`config.mk`:
```
export PLATFORM = sky130hd
export DESIGN_NAME = zigzag_scan
export DESIGN_NICKNAME = d
export VERILOG_FILES = /design/src/source/quant_pkg.sv /design/src/source/zigzag_scan.sv
export SDC_FILE = /design/constraint.sdc
export NUM_CORES = 1
export LEC_CHECK = 0
export BUFFER_PORTS_ARGS = -buffer_cell sky130_fd_sc_hd__buf_2
export CAP_MARGIN = 10
export CORE_AREA = 2 2 200 202
export DETAILED_ROUTE_END_ITERATION = 8
export DIE_AREA = 0 0 202 204
export GPL_TIMING_DRIVEN = 0
export PLACE_DENSITY = 0.3
export SETUP_SLACK_MARGIN = 0.02
export SYNTH_ARGS = -nofsm -noshare
export SYNTH_HDL_FRONTEND = slang
export SYNTH_SLANG_ARGS = --single-unit
```
`constraint.sdc`:
```
create_clock -name vclk -period 3.9
set_input_delay 0.78 -clock vclk [all_inputs]
set_output_delay 0.78 -clock vclk [all_outputs]
set_load 0.1 [all_outputs]
```
`src/source/quant_pkg.sv`:
```
package quant_pkg;

    // --------------------------------------------------
    // Block geometry and coefficient format
    // --------------------------------------------------
    localparam int NUM_COEFF  = 16;
    localparam int COEFF_W    = 16;

    // Scan length counts 0 to 16
    localparam int SCAN_LEN_W = 5;

    // --------------------------------------------------
    // Fixed-point quantizer constants
    // --------------------------------------------------
    localparam int QFIX      = 17;
    localparam int LEVEL_W   = 11;
    localparam int MAX_LEVEL = (1 << LEVEL_W) - 1;

    // Input coefficients, levels and reconstructed values
    typedef logic signed [COEFF_W-1:0] coeff_t;

    // Raster index of the coefficient at each scan position
    localparam int ZIGZAG [NUM_COEFF] = '{
         0,  1,  4,  8,
         5,  2,  3,  6,
         9, 12, 13, 10,
         7, 11, 14, 15
    };

endpackage
```
`src/source/zigzag_scan.sv`:
```
`timescale 1ns/100ps

module zigzag_scan (
    input  quant_pkg::coeff_t                level_i [quant_pkg::NUM_COEFF],
    output quant_pkg::coeff_t                scan_o  [quant_pkg::NUM_COEFF],
    output logic [quant_pkg::SCAN_LEN_W-1:0] last_nz_o
);
    import quant_pkg::*;

    // --------------------------------------------------
    // Raster to scan reorder
    // --------------------------------------------------
    always_comb begin
        for (int k = 0; k < NUM_COEFF; k++) begin
            scan_o[k] = level_i[ZIGZAG[k]];
        end
    end

    // --------------------------------------------------
    // Scan length up to the last nonzero level
    // --------------------------------------------------
    // Later positions overwrite earlier ones, so the highest hit wins
    always_comb begin
        last_nz_o = '0;
        for (int k = 0; k < NUM_COEFF; k++) begin
            if (level_i[ZIGZAG[k]] != '0) begin
                last_nz_o = SCAN_LEN_W'(k + 1);
            end
        end
    end

endmodule

```
# Yosys cells after proc, flatten, opt, wreduce, memory -nomap -nowiden
# Cells that the tools add are included.
dict set report totals {
  reg_bits 0
  in_bits 256
  elab_cells 32
}
dict set report op_classes {
  n_mux 16
  reduce_logical 16
}
# operator count
set ops {}
lappend ops {{16-bit nonzero test} 16}
lappend ops {{5-bit 2-to-1 mux} 15}
lappend ops {{1-bit 2-to-1 mux} 1}

# Longest topological paths before layout
dict set report depth {
  ltp_word 17
  ltp_mapped 6
}

# Worst setup path after synthesis
# OpenSTA, ideal clock, no wires.
dict set report synth_timing {
  path_type {in2out}
  startpoint {input port level_i[12] (netlist name)}
  endpoint {output port last_nz_o[3] (netlist name)}
  arrival_ns 4.108
  t_required_ns 3.120
  slack_ns -0.988
  path_stages 3
  n_path_buf 0
  cell_sequence {nor4_1 -> nand4_1 -> a31oi_1}
}
dict set report synth_via {
  elab_chain_len 2
}
# item line_no
set synth_rtl {}
lappend synth_rtl {{start, declared} zigzag_scan.sv:4} ;# input quant_pkg::coeff_t level_i [quant_pkg::NUM_COEFF],
lappend synth_rtl {{16-bit nonzero test} zigzag_scan.sv:26} ;# if (level_i[ZIGZAG[k]] != '0) begin
lappend synth_rtl {{5-bit 2-to-1 mux} zigzag_scan.sv:26}
lappend synth_rtl {{end, declared} zigzag_scan.sv:6} ;# output logic [quant_pkg::SCAN_LEN_W-1:0] last_nz_o
# Every way passes these cells.

# Final worst setup path
dict set report layout_timing {
  startpoint {input port level_i[217] (netlist name)}
  endpoint {output port last_nz_o[0] (netlist name)}
}
dict set report layout_via {
  elab_chain_len 12
}
# item line_no
set layout_rtl {}
lappend layout_rtl {{16-bit nonzero test} zigzag_scan.sv:26}
lappend layout_rtl {{5-bit 2-to-1 mux (11 in a row)} zigzag_scan.sv:26}
# Every way passes these cells.

==> flow_metrics.tcl <==
set metrics [dict create \
    antenna_found_initial 0 \
    final_nets 1136 \
    grtUsageTotal_pct 7.45 \
    cp.arrival_ps 2900 \
    drt-pass1-iter-count 4 \
    synth.distinct_cells 18 \
    yosys_warnings 0 \
    cp_max_fo 4 \
    layout_common_cells "buf_2 (514), buf_4 (258), nor4_1 (58)" \
    placed_cell_area_sq_um 5890 \
    clkbuf_count 0 \
    endpoint_kind "output port" \
    final_core_util_pct 15.1 \
    drt_iter0_markers 79 \
    ant_nets 0 \
    port_buffers 517 \
    combPwrFrac_pct 100.0 \
    cp.required_ps 3120 \
    io_pins 517 \
    fin_crit_ps 3680 \
    grt_pass1_wl_mm 23.2 \
    yosysSeqAreaShare_pct 0 \
    syn_area_per_cell_sq_um 7.22 \
    die-area_sq_um 41200 \
    vias_per_cell 2.96 \
    power_density_nw_per_um2 264 \
    fin_crit_sh_pct 94.3 \
    cts_hold_buf 0 \
    finalHoldWorstSlack_ps 2060 \
    syn_nets 617 \
    rows 73 \
    p_leak_nw 3.37 \
    maxCapViolations 0 \
    synthCells 361 \
    grt_setup_unrepaired "false" \
    path_cells "buf_2, nor4_2, nand4_1, nor2b_1, nor2_1, o211ai_1, o2bb2ai_2, buf_4" \
    die_w_microns 202 \
    grt_overflow_total 0 \
    max_stage_delay_ps 500 \
    die_h_microns 204 \
    place_hpwl_mm 16.9 \
    slew_headroom_pct 52.9 \
    post-cts-setup-buffers 0 \
    grt_max_degree 7 \
    core-area_sq_um 39200 \
    diodes 0 \
    syn_area_sq_um 2610 \
    setup_viol 0 \
    nFlopsAndLatches 0 \
    gp_congestion 0.826 \
    switching_share_pct 77.8 \
    area_growth_pct 127 \
    grt_pass1_vias 3983 \
    critPathSlowestCell "nor4_2" \
    p_total_mw 1.56 \
    internal-power_uw 347 \
    fmax_ghz 0.272 \
    vias 4150 \
    p_seq_share_pct 0 \
    drive_above_1_share_pct 89.7 \
    final_common_cell "buf_2" \
    vdd_drop_max_mv 0.0999 \
    min_delay_path_depth 3 \
    worst-setup-path-type "in -> out" \
    status "complete, no violations" \
    power_frac_clock_pct 0 \
    worst_pin_slew_ps 700 \
    wl_mm 17.6 \
    slew_violations 0 \
    crit_family "simple AND/OR/NAND/NOR gates" \
    cp_num_cells 8 \
    drc 0 \
    crit_buf_inv 2 \
    startpoint_type "input port" \
    ff_latch_area_sq_um 0 \
    hold_path_class "in -> out" \
    power.switching_mw 1.21 \
    wl_per_cell_microns 12.5 \
    final_hold_viol_count 0 \
    fin_area_sq_um 5910 \
    start_util_pct 6.65 \
]
==> layer usage <==
layer	track usage [%]	routed length [microns]	vias to the layer above
met4	0.394	102	0
li1	-	-	2066
met2	16.2	10100	276
met5	0	0	-
met3	0.909	1320	4
met1	7.71	6050	1804
==> timing repair <==
action                                  in CTS  in global routing
pin swaps                                    1                  0
resized for setup                            2                  3
endpoints found under the setup margin       2                  2
==> per-stage QoR <==
stage	std cells	setup TNS (ps)	setup slack, ps
finish	1403	0	224
global route	1403	0	67.1
CTS	1403	0	51.4
detailed placement	1403	-142	-83.1
global placement	1403	-127	-73.6
floorplan	361	-1690	-506
==> cells by family after synthesis <==
kind of cell | count (synthesis) | share of synthesized area [%]
simple gates | 93 | 23.3
buf+inv | 257 | 73.8
compound gates | 11 | 2.83
==> final timing paths <==
kind / startpoint / endpoint / slack [ps]
min: level_i[203] / scan_o[155] / 2060
max: level_i[217] / last_nz_o[0] / 220
==> final cells by class <==
class / instances / area [sq um]
plain buffers: 256 / 1920
fillers: 4535 / 33300
inverters: 1 / 3.75
multi-input cells: 104 / 736
well taps: 525 / 657
repair buffers: 517 / 2590
==> Yosys cell counts <==
cell / count / area share, %
a21oi_1: 3 / 0.58
a31oi_1: 1 / 0.24
a41oi_1: 1 / 0.34
and2b_1: 1 / 0.29
buf_4: 256 / 74
inv_1: 1 / 0.14
nand4_1: 13 / 3.1
nand4_2: 2 / 0.96
nor2_1: 7 / 1.0
nor2b_1: 1 / 0.24
nor3_1: 1 / 0.19
nor4_1: 62 / 15
nor4_2: 5 / 2.4
o211ai_1: 1 / 0.29
o21ai_1: 2 / 0.38
o2bb2ai_1: 1 / 0.34
o311ai_1: 2 / 0.67
or2_1: 1 / 0.24
==> power by group through the flow <==
stage	clock (mW)	combinational (mW)	sequential, mW
4_1_cts	0	1.57	0
3_5_place_dp	0	1.57	0
6_report	0	1.56	0
5_1_grt	0	1.60	0
3_3_place_gp	0	1.57	0
2_1_floorplan	0	1.25	0
No activity file was read; power rests on OpenSTA's default activity.
