### src/source/quant_cfg_pkg.sv
package quant_cfg_pkg;

    // --------------------------------------------------
    // Matrix entry widths
    // --------------------------------------------------
    // q, iq and sharpen
    localparam int STEP_W = 16;
    // bias and zthresh
    localparam int BIAS_W = 32;

    // --------------------------------------------------
    // Configuration write port
    // --------------------------------------------------
    localparam int CFG_DATA_W = 32;
    localparam int CFG_IDX_W  = 4;
    localparam int CFG_SEL_W  = 3;

    // Matrix array targeted by a write
    typedef enum logic [CFG_SEL_W-1:0] {
        FIELD_Q       = 3'd0,
        FIELD_IQ      = 3'd1,
        FIELD_BIAS    = 3'd2,
        FIELD_ZTHRESH = 3'd3,
        FIELD_SHARPEN = 3'd4
    } quant_field_e;

endpackage

### src/source/quant_pkg.sv
package quant_pkg;

    // --------------------------------------------------
    // Block geometry and coefficient format
    // --------------------------------------------------
    localparam int NUM_COEFF  = 16;
    localparam int COEFF_W    = 16;

    // Scan length counts 0 to 16
    localparam int SCAN_LEN_W = 5;

    // --------------------------------------------------
    // Fixed-point quantizer constants
    // --------------------------------------------------
    localparam int QFIX      = 17;
    localparam int LEVEL_W   = 11;
    localparam int MAX_LEVEL = (1 << LEVEL_W) - 1;

    // Input coefficients, levels and reconstructed values
    typedef logic signed [COEFF_W-1:0] coeff_t;

    // Raster index of the coefficient at each scan position
    localparam int ZIGZAG [NUM_COEFF] = '{
         0,  1,  4,  8,
         5,  2,  3,  6,
         9, 12, 13, 10,
         7, 11, 14, 15
    };

endpackage
### src/source/quant_matrix_if.sv
`timescale 1ns/100ps

interface quant_matrix_if;
    import quant_pkg::*;
    import quant_cfg_pkg::*;

    // Quantizer step and its fixed-point inverse
    logic [STEP_W-1:0] q       [NUM_COEFF];
    logic [STEP_W-1:0] iq      [NUM_COEFF];

    // Added to the magnitude before the threshold test
    logic [STEP_W-1:0] sharpen [NUM_COEFF];

    // Rounding bias and zero threshold
    logic [BIAS_W-1:0] bias    [NUM_COEFF];
    logic [BIAS_W-1:0] zthresh [NUM_COEFF];

    // Register block side
    modport owner (
        output q, iq, sharpen, bias, zthresh
    );

    // Quantizer side
    modport user (
        input q, iq, sharpen, bias, zthresh
    );

endinterface

### src/source/quant_matrix_regs.sv
`timescale 1ns/100ps

module quant_matrix_regs (
    input  logic                                 clk,
    input  logic                                 rst_n,
    input  logic                                 cfg_we_i,
    input  quant_cfg_pkg::quant_field_e          cfg_sel_i,
    input  logic [quant_cfg_pkg::CFG_IDX_W-1:0]  cfg_idx_i,
    input  logic [quant_cfg_pkg::CFG_DATA_W-1:0] cfg_wdata_i,
    quant_matrix_if.owner                        mat
);
    import quant_pkg::*;
    import quant_cfg_pkg::*;

    // --------------------------------------------------
    // Matrix storage
    // --------------------------------------------------
    logic [STEP_W-1:0] q_r       [NUM_COEFF];
    logic [STEP_W-1:0] iq_r      [NUM_COEFF];
    logic [STEP_W-1:0] sharpen_r [NUM_COEFF];
    logic [BIAS_W-1:0] bias_r    [NUM_COEFF];
    logic [BIAS_W-1:0] zthresh_r [NUM_COEFF];

    // Narrow fields keep the low bits of the write data
    logic [STEP_W-1:0] wdata_step;
    logic [BIAS_W-1:0] wdata_bias;

    assign wdata_step = cfg_wdata_i[STEP_W-1:0];
    assign wdata_bias = cfg_wdata_i[BIAS_W-1:0];

    // --------------------------------------------------
    // Single-entry write decode
    // --------------------------------------------------
    always_ff @(posedge clk or negedge rst_n) begin
        if (!rst_n) begin
            for (int i = 0; i < NUM_COEFF; i++) begin
                q_r[i]       <= '0;
                iq_r[i]      <= '0;
                sharpen_r[i] <= '0;
                bias_r[i]    <= '0;
                zthresh_r[i] <= '0;
            end
        end else if (cfg_we_i) begin
            case (cfg_sel_i)
                FIELD_Q: begin
                    q_r[cfg_idx_i] <= wdata_step;
                end
                FIELD_IQ: begin
                    iq_r[cfg_idx_i] <= wdata_step;
                end
                FIELD_BIAS: begin
                    bias_r[cfg_idx_i] <= wdata_bias;
                end
                FIELD_ZTHRESH: begin
                    zthresh_r[cfg_idx_i] <= wdata_bias;
                end
                FIELD_SHARPEN: begin
                    sharpen_r[cfg_idx_i] <= wdata_step;
                end
                // Unknown field code leaves the matrix as it is
                default: begin
                end
            endcase
        end
    end

    // --------------------------------------------------
    // Matrix out to the quantizer
    // --------------------------------------------------
    assign mat.q       = q_r;
    assign mat.iq      = iq_r;
    assign mat.sharpen = sharpen_r;
    assign mat.bias    = bias_r;
    assign mat.zthresh = zthresh_r;

endmodule

### src/flat_wrapper.sv
// flat-port wrapper written by rule: the top's interface ports become plain ports
module quant_matrix_regs_flat import quant_pkg::*; import quant_cfg_pkg::*;
  (clk, rst_n, cfg_we_i, cfg_sel_i, cfg_idx_i, cfg_wdata_i, mat_q, mat_iq, mat_sharpen, mat_bias, mat_zthresh);
  quant_matrix_if mat_i ();
  input  logic clk;
  input  logic rst_n;
  input  logic cfg_we_i;
  input  quant_cfg_pkg::quant_field_e cfg_sel_i;
  input  logic [quant_cfg_pkg::CFG_IDX_W-1:0] cfg_idx_i;
  input  logic [quant_cfg_pkg::CFG_DATA_W-1:0] cfg_wdata_i;
  output wire logic [$bits(mat_i.q)-1:0] mat_q;
  output wire logic [$bits(mat_i.iq)-1:0] mat_iq;
  output wire logic [$bits(mat_i.sharpen)-1:0] mat_sharpen;
  output wire logic [$bits(mat_i.bias)-1:0] mat_bias;
  output wire logic [$bits(mat_i.zthresh)-1:0] mat_zthresh;
  assign mat_q = {>>{mat_i.q}};
  assign mat_iq = {>>{mat_i.iq}};
  assign mat_sharpen = {>>{mat_i.sharpen}};
  assign mat_bias = {>>{mat_i.bias}};
  assign mat_zthresh = {>>{mat_i.zthresh}};
  quant_matrix_regs u_core (.clk(clk), .rst_n(rst_n), .cfg_we_i(cfg_we_i), .cfg_sel_i(cfg_sel_i), .cfg_idx_i(cfg_idx_i), .cfg_wdata_i(cfg_wdata_i), .mat(mat_i));
endmodule
### config.mk
export PLATFORM = sky130hd
export DESIGN_NAME = quant_matrix_regs_flat
export DESIGN_NICKNAME = d
export VERILOG_FILES = /design/src/source/quant_cfg_pkg.sv /design/src/source/quant_pkg.sv /design/src/source/quant_matrix_if.sv /design/src/source/quant_matrix_regs.sv /design/src/flat_wrapper.sv
export SDC_FILE = /design/constraint.sdc
export NUM_CORES = 2
export LEC_CHECK = 0
export BUFFER_PORTS_ARGS = -buffer_cell sky130_fd_sc_hd__buf_2
export CORE_AREA = 2 2 711 713
export DETAILED_ROUTE_END_ITERATION = 6
export DIE_AREA = 0 0 713 715
export HOLD_SLACK_MARGIN = 0.03
export PLACE_DENSITY = 0.41
export SLEW_MARGIN = 30
export SYNTH_ARGS = -nofsm -noshare
export SYNTH_HDL_FRONTEND = slang
export SYNTH_SLANG_ARGS = --single-unit
export TNS_END_PERCENT = 5
### constraint.sdc
create_clock -name clk -period 0.8 [get_ports clk]
set_input_delay 0.12 -clock clk [delete_from_list [all_inputs] [get_ports clk]]
set_output_delay 0.12 -clock clk [all_outputs]
set_load 0.1 [all_outputs]
# After elaboration in Yosys (flattened, before gate mapping)

Cells that the tools add are included.

$add $sub $neg: 0
$mul: 0
Div/mod/pow operators: 0
$lt $le $gt $ge: 2
Equality and inequality tests: 4
Shift-type cells: 0
Multiplexer cells: 9
Bitwise logic cells: 1
Reductions and logical operators: 7

Operators with widths:

| operator             | number |
|---|---|
| $bwmux W512          | 2 |
| $bwmux W256          | 3 |
| $demux W32 S4        | 1 |
| $demux W16 S4        | 1 |
| $mux W32             | 1 |
| $mux W16             | 1 |
| $reduce_and A2 Y1    | 5 |
| $eq A3 B2 Y1 const B | 2 |
| $ge A5 B5 Y1 const B | 1 |
| $lt A5 B1 Y1 const B | 1 |
| $not A4 Y5           | 1 |
| $eq A3 B1 Y1 const B | 1 |
| $eq A3 B3 Y1 const B | 1 |
| $logic_not A3 Y1     | 1 |
| $logic_and A1 B1 Y1  | 1 |

Bits in registers: 1,792
Latch bits: 0
Bits in writable memories: 0
ROM bits: 0
Bits of input ports: 42
Output and inout bits: 1,792
Word-level logic and storage cells: 103
Memories: 0

# Longest topological paths before layout

Depth in word-level cells: 6
Mapped depth: 5
Depth with buffers taken out: 3

# Worst setup path after synthesis

OpenSTA, ideal clock, no wires.

Kind: in2reg
Start: input cfg_idx_i[0] (netlist name)
End: register u_core.iq_r (netlist bit u_core.mat.iq[10])
Setup time: 0.125 ns
Arrival: 1.581 ns
Required time: 0.675 ns
Slack: -0.906 ns
Stages on the path: 5
Path buffers: 2
Cell sequence: buf_4 > nand4_1 > nor2_4 > buf_6 > mux2_2

Longest elaborated chain between the ends: 6
Elaborated cells on any way between the ends: 7
Classes of those cells: order compare: 2; mux: 3; bitwise: 1; reduce/logical: 1

RTL lines:

| element                                                                   | line                    | source |
|---|---|---|
| from (decl)                                                               | flat_wrapper.sv:9       | `input logic [quant_cfg_pkg::CFG_IDX_W-1:0] cfg_idx_i;` |
| $not A4 Y5 (implied by the code) *                                        | quant_matrix_regs.sv:49 | `iq_r[cfg_idx_i] <= wdata_step;` |
| $ge A5 B5 Y1 (implied by the code) / $lt A5 B1 Y1 (equally long branches) | quant_matrix_regs.sv:49 |  |
| $logic_and A1 B1 Y1 (implied by the code)                                 | quant_matrix_regs.sv:49 |  |
| $mux W16 (implied by the code)                                            | quant_matrix_regs.sv:49 |  |
| $demux W16 S4 *                                                           | quant_matrix_regs.sv:49 |  |
| $bwmux W256 *                                                             | quant_matrix_regs.sv:49 |  |
| to (signal, indexed assignment)                                           | quant_matrix_regs.sv:49 |  |
| to (decl)                                                                 | quant_matrix_regs.sv:19 | `logic [STEP_W-1:0] iq_r [NUM_COEFF];` |

Mark *: on every way between the ends. The rest lies on a longest branch, timed or not.
A chain may end at the register's enable or synchronous reset.

# Worst setup path after layout

Start: register u_core.sharpen_r (netlist bit u_core.mat.sharpen[0])
End: output mat_sharpen[0]

RTL lines:

| element                           | line                    | source |
|---|---|---|
| from (decl)                       | quant_matrix_regs.sv:20 | `logic [STEP_W-1:0] sharpen_r [NUM_COEFF];` |
| from (signal, indexed assignment) | quant_matrix_regs.sv:58 | `sharpen_r[cfg_idx_i] <= wdata_step;` |
| to (decl)                         | flat_wrapper.sv:13      | `output wire logic [$bits(mat_i.sharpen)-1:0] mat_sharpen;` |

No word-level cell between the ends.

==> key figures <==
Status
  – Run status: finished with violations
  – Violated checks: setup timing

Clock network
  – CTS buffer count: ~220
  – Max Buffers Root-to-Sink: 4
  – Skew-Pair Late Insertion Delay: 0.87 ns
  – CTS Sinks: 1,792
  – Hold-fix buffers, CTS: 50
  – Root Buffer Master: clkbuf_16
  – CTS tree: built
  – Clock slew at reported path FFs: approximately 0.06 ns
  – Htree depth: 4

Floorplan
  – Starting Density: 0.134
  – Die height: about 700 um
  – Ports: between 1,500 and 2,000
  – Core Box Area: a little over 500,000 um2
  – Site row count: 261
  – Die Wd: just over 700 um
  – DIE AREA: between 500,000 and 600,000 um2

Flow run
  – Max_cap viols: 0

Worst hold path
  – Hold crit path type: in2async

Synth
  – Number of flops mapped to enable cells by yosys: 0
  – Syn Area/Cell: 16.6 um2
  – Post-synthesis sequential area ratio: 0.666
  – Async SR Flop Fraction: 1.00
  – Ranking of synthesized cells by area: dfrtp_1 (67%), mux2_2 (30%), clkbuf_1 (1.1%), buf_2 (0.65%), mux2_1 (0.40%)
  – Commonest cells post-synth: dfrtp_1 (1,792), mux2_2 (1,768), clkbuf_1 (197)
  – Most frequent cell after synthesis: dfrtp_1
  – Cell taking the most area after synthesis: dfrtp_1
  – Cell variety after synth: 23
  – Post-synth net total: between 4,000 and 5,000
  – Instance count of the mapped netlist: roughly 4,000
  – Yosys top cell area share: 0.666
  – Synth Flop Type: dfrtp_1
  – Yosys warning total: 0
  – Mapped cell area: 67,300 um2
  – Seq cells post-synth: about 1,800

STA
  – F_max: 562 MHz
  – Period utilisation layout: 2.22
  – Max-slew headroom: 0.431
  – RSZ-0062 raised after global routing: yes
  – PnR worst setup slack: -0.979 ns
  – Final Max Tran Viols: 0
  – Least-Margin Pin Slew: approximately 0.85 ns
  – Final hold violation count: 0
  – Min Tclk post-route: 1.78 ns
  – WHS: between 0.002 and 0.0025 ns
  – Final setup fails: 3,587
  – Clock skew after layout: 0 ns

Critical path
  – Crit path required time: a little under 0.7 ns
  – Critical Path Fanout Max: 2
  – WP data arrival: around 1.7 ns
  – Crit start category: flip-flop
  – Kind of critical path: reg2out
  – Setup crit end kind: output port

Detailed routing
  – Via density: 3.41
  – Wirelength per Cell: approximately 28 um
  – Vias post-DR: 45,200
  – Starting DRT DRC Count: 2,104
  – ANT nets after route: 0
  – Routed WL: ~370,000 um
  – DRT Pass-1 Iters: 4
  – DRC errors left: 0

Place
  – Post-DP HPWL: roughly 280,000 um
  – Area after DPL: about 120,000 um2
  – Port Buffers: approximately 1,800
  – Final RePlAce weighted congestion: between 0.7 and 0.8

Final layout
  – Share of cells above drive strength 1: 0.708
  – Design area: 126,000 um2
  – Synth-to-layout area growth: 87.6%
  – Fin nets: around 6,400

Global route
  – Initial antenna violation count: 69
  – Vias in the first global route: 49,300
  – Largest net degree at the start of global routing: 80
  – GRT overflow: 0
  – First-pass GRT wire length: between 400,000 and 500,000 um
  – All-layer global routing usage: 0.142

Power and ir drop
  – Pwr Density: 2510 nW/um2
  – Static Leak: 57.8 nW
  – Peak VDD IR: approximately 2400 uV
[report_power, final]
| group | internal, W | total, W | leakage [nW] | switching, W |
|---|---|---|---|---|
| clock network | 0.0606 | 0.103 | 3.65 | 0.0421 |
| registers | 0.0982 | 0.106 | 24.4 | 0.00824 |
| logic | 0.0366 | 0.108 | 29.8 | 0.0716 |
[cell families after synthesis]
logic type,synth area share
mux,0.300
simple gates,0.0109
buf+inv,0.0230
flops,0.666
[registers in the layout (all words and copies together) (netlist names)]
register and count:
u_core.mat.sharpen 256, u_core.mat.bias 512, u_core.mat.q 256, u_core.mat.iq 256, u_core.mat.zthresh 512
[cells in the final DEF, fill, tap and decap left out, types with 2 or more instances in the layout]
| cell | instances |
|---|---|
| and4bb_2 | 3 |
| buf_12 | 2038 |
| buf_16 | 4 |
| buf_2 | 20 |
| buf_4 | 327 |
| buf_6 | 20 |
| bufinv_16 | 13 |
| clkbuf_1 | 38 |
| clkbuf_16 | 220 |
| clkbuf_8 | 63 |
| clkinv_16 | 6 |
| clkinv_2 | 36 |
| clkinv_8 | 2 |
| clkinvlp_4 | 9 |
| dfrtp_1 | 1775 |
| dfrtp_2 | 17 |
| diode_2 | 25 |
| dlygate4sd3_1 | 39 |
| inv_6 | 3 |
| inv_8 | 2 |
| mux2_1 | 24 |
| mux2_2 | 1722 |
| mux2_4 | 46 |
| nand2_1 | 25 |
| nand2_2 | 18 |
| nand2_4 | 12 |
| nand4b_1 | 2 |
| nand4b_2 | 3 |
| nand4bb_1 | 3 |
| nor2_2 | 4 |
| nor2_4 | 21 |
| nor4b_4 | 4 |
| nor4bb_4 | 6 |
[critical path: stages (launching register included)]
cell     delay, ns
dfrtp_1       0.41
buf_12        0.14
buf_12        0.16
[final timing paths]
check | from | to | slack [ns] | cells after the start
max | u_core.mat.sharpen[0] | mat_sharpen[0] | -0.98 | 2
min in group clk | cfg_we_i | u_core.mat.bias[83] | 0.03 | 5
max in group asynchronous | rst_n | u_core.mat.bias[265] | -0.11 | 4
min reg2reg | u_core.mat.bias[275] | u_core.mat.bias[275] | 0.51 | 1
min | rst_n | u_core.mat.bias[132] | 0.002 | 3
max reg2reg | u_core.mat.zthresh[342] | u_core.mat.zthresh[342] | -0.16 | 2
[timing repair]
item | CTS | global route
endpoints found under the hold margin | 3146 | 53
gates resized for setup | 22 | 5
pin swaps | 0 | 0
endpoints found under the setup margin | 3533 | 3584
buffers inserted | 20 | 14
[metal layers]
metal	wire (um)	global-route usage	share of wire	vias up
li1	-	-	-	18800
met1	147000	0.167	0.39	24400
met4	11500	0.0407	0.031	6
met5	34	0	0.000091	-
met3	27800	0.0438	0.074	391
met2	188000	0.249	0.50	1640
[stage by stage]
stage | instances | util | power, W | setup TNS [ns] | setup WS, ns
4_1_cts | 13200 | 0.251 | 0.323 | -2025.48 | -1.11
6_report | 13300 | 0.251 | 0.317 | -1927.36 | -0.979
3_3_place_gp | 12800 | 0.234 | 0.216 | -2225.32 | -1.56
5_1_grt | 13200 | 0.251 | 0.328 | -2111.22 | -1.08
2_1_floorplan | 4044 | - | 0.166 | -1508.97 | -0.801
3_5_place_dp | 12800 | 0.234 | 0.217 | -2268.30 | -1.53
[cell type report]
class	count	area (um2)
clock buffer	321	6520
sequential	1792	44900
timing repair buffer	2448	44100
tap	6706	8390
antenna	25	62.6
fill	51500	377000
clock inverter	72	920
multi-input combinational	1898	21400
Note: power is estimated with default switching activity, not from simulation.
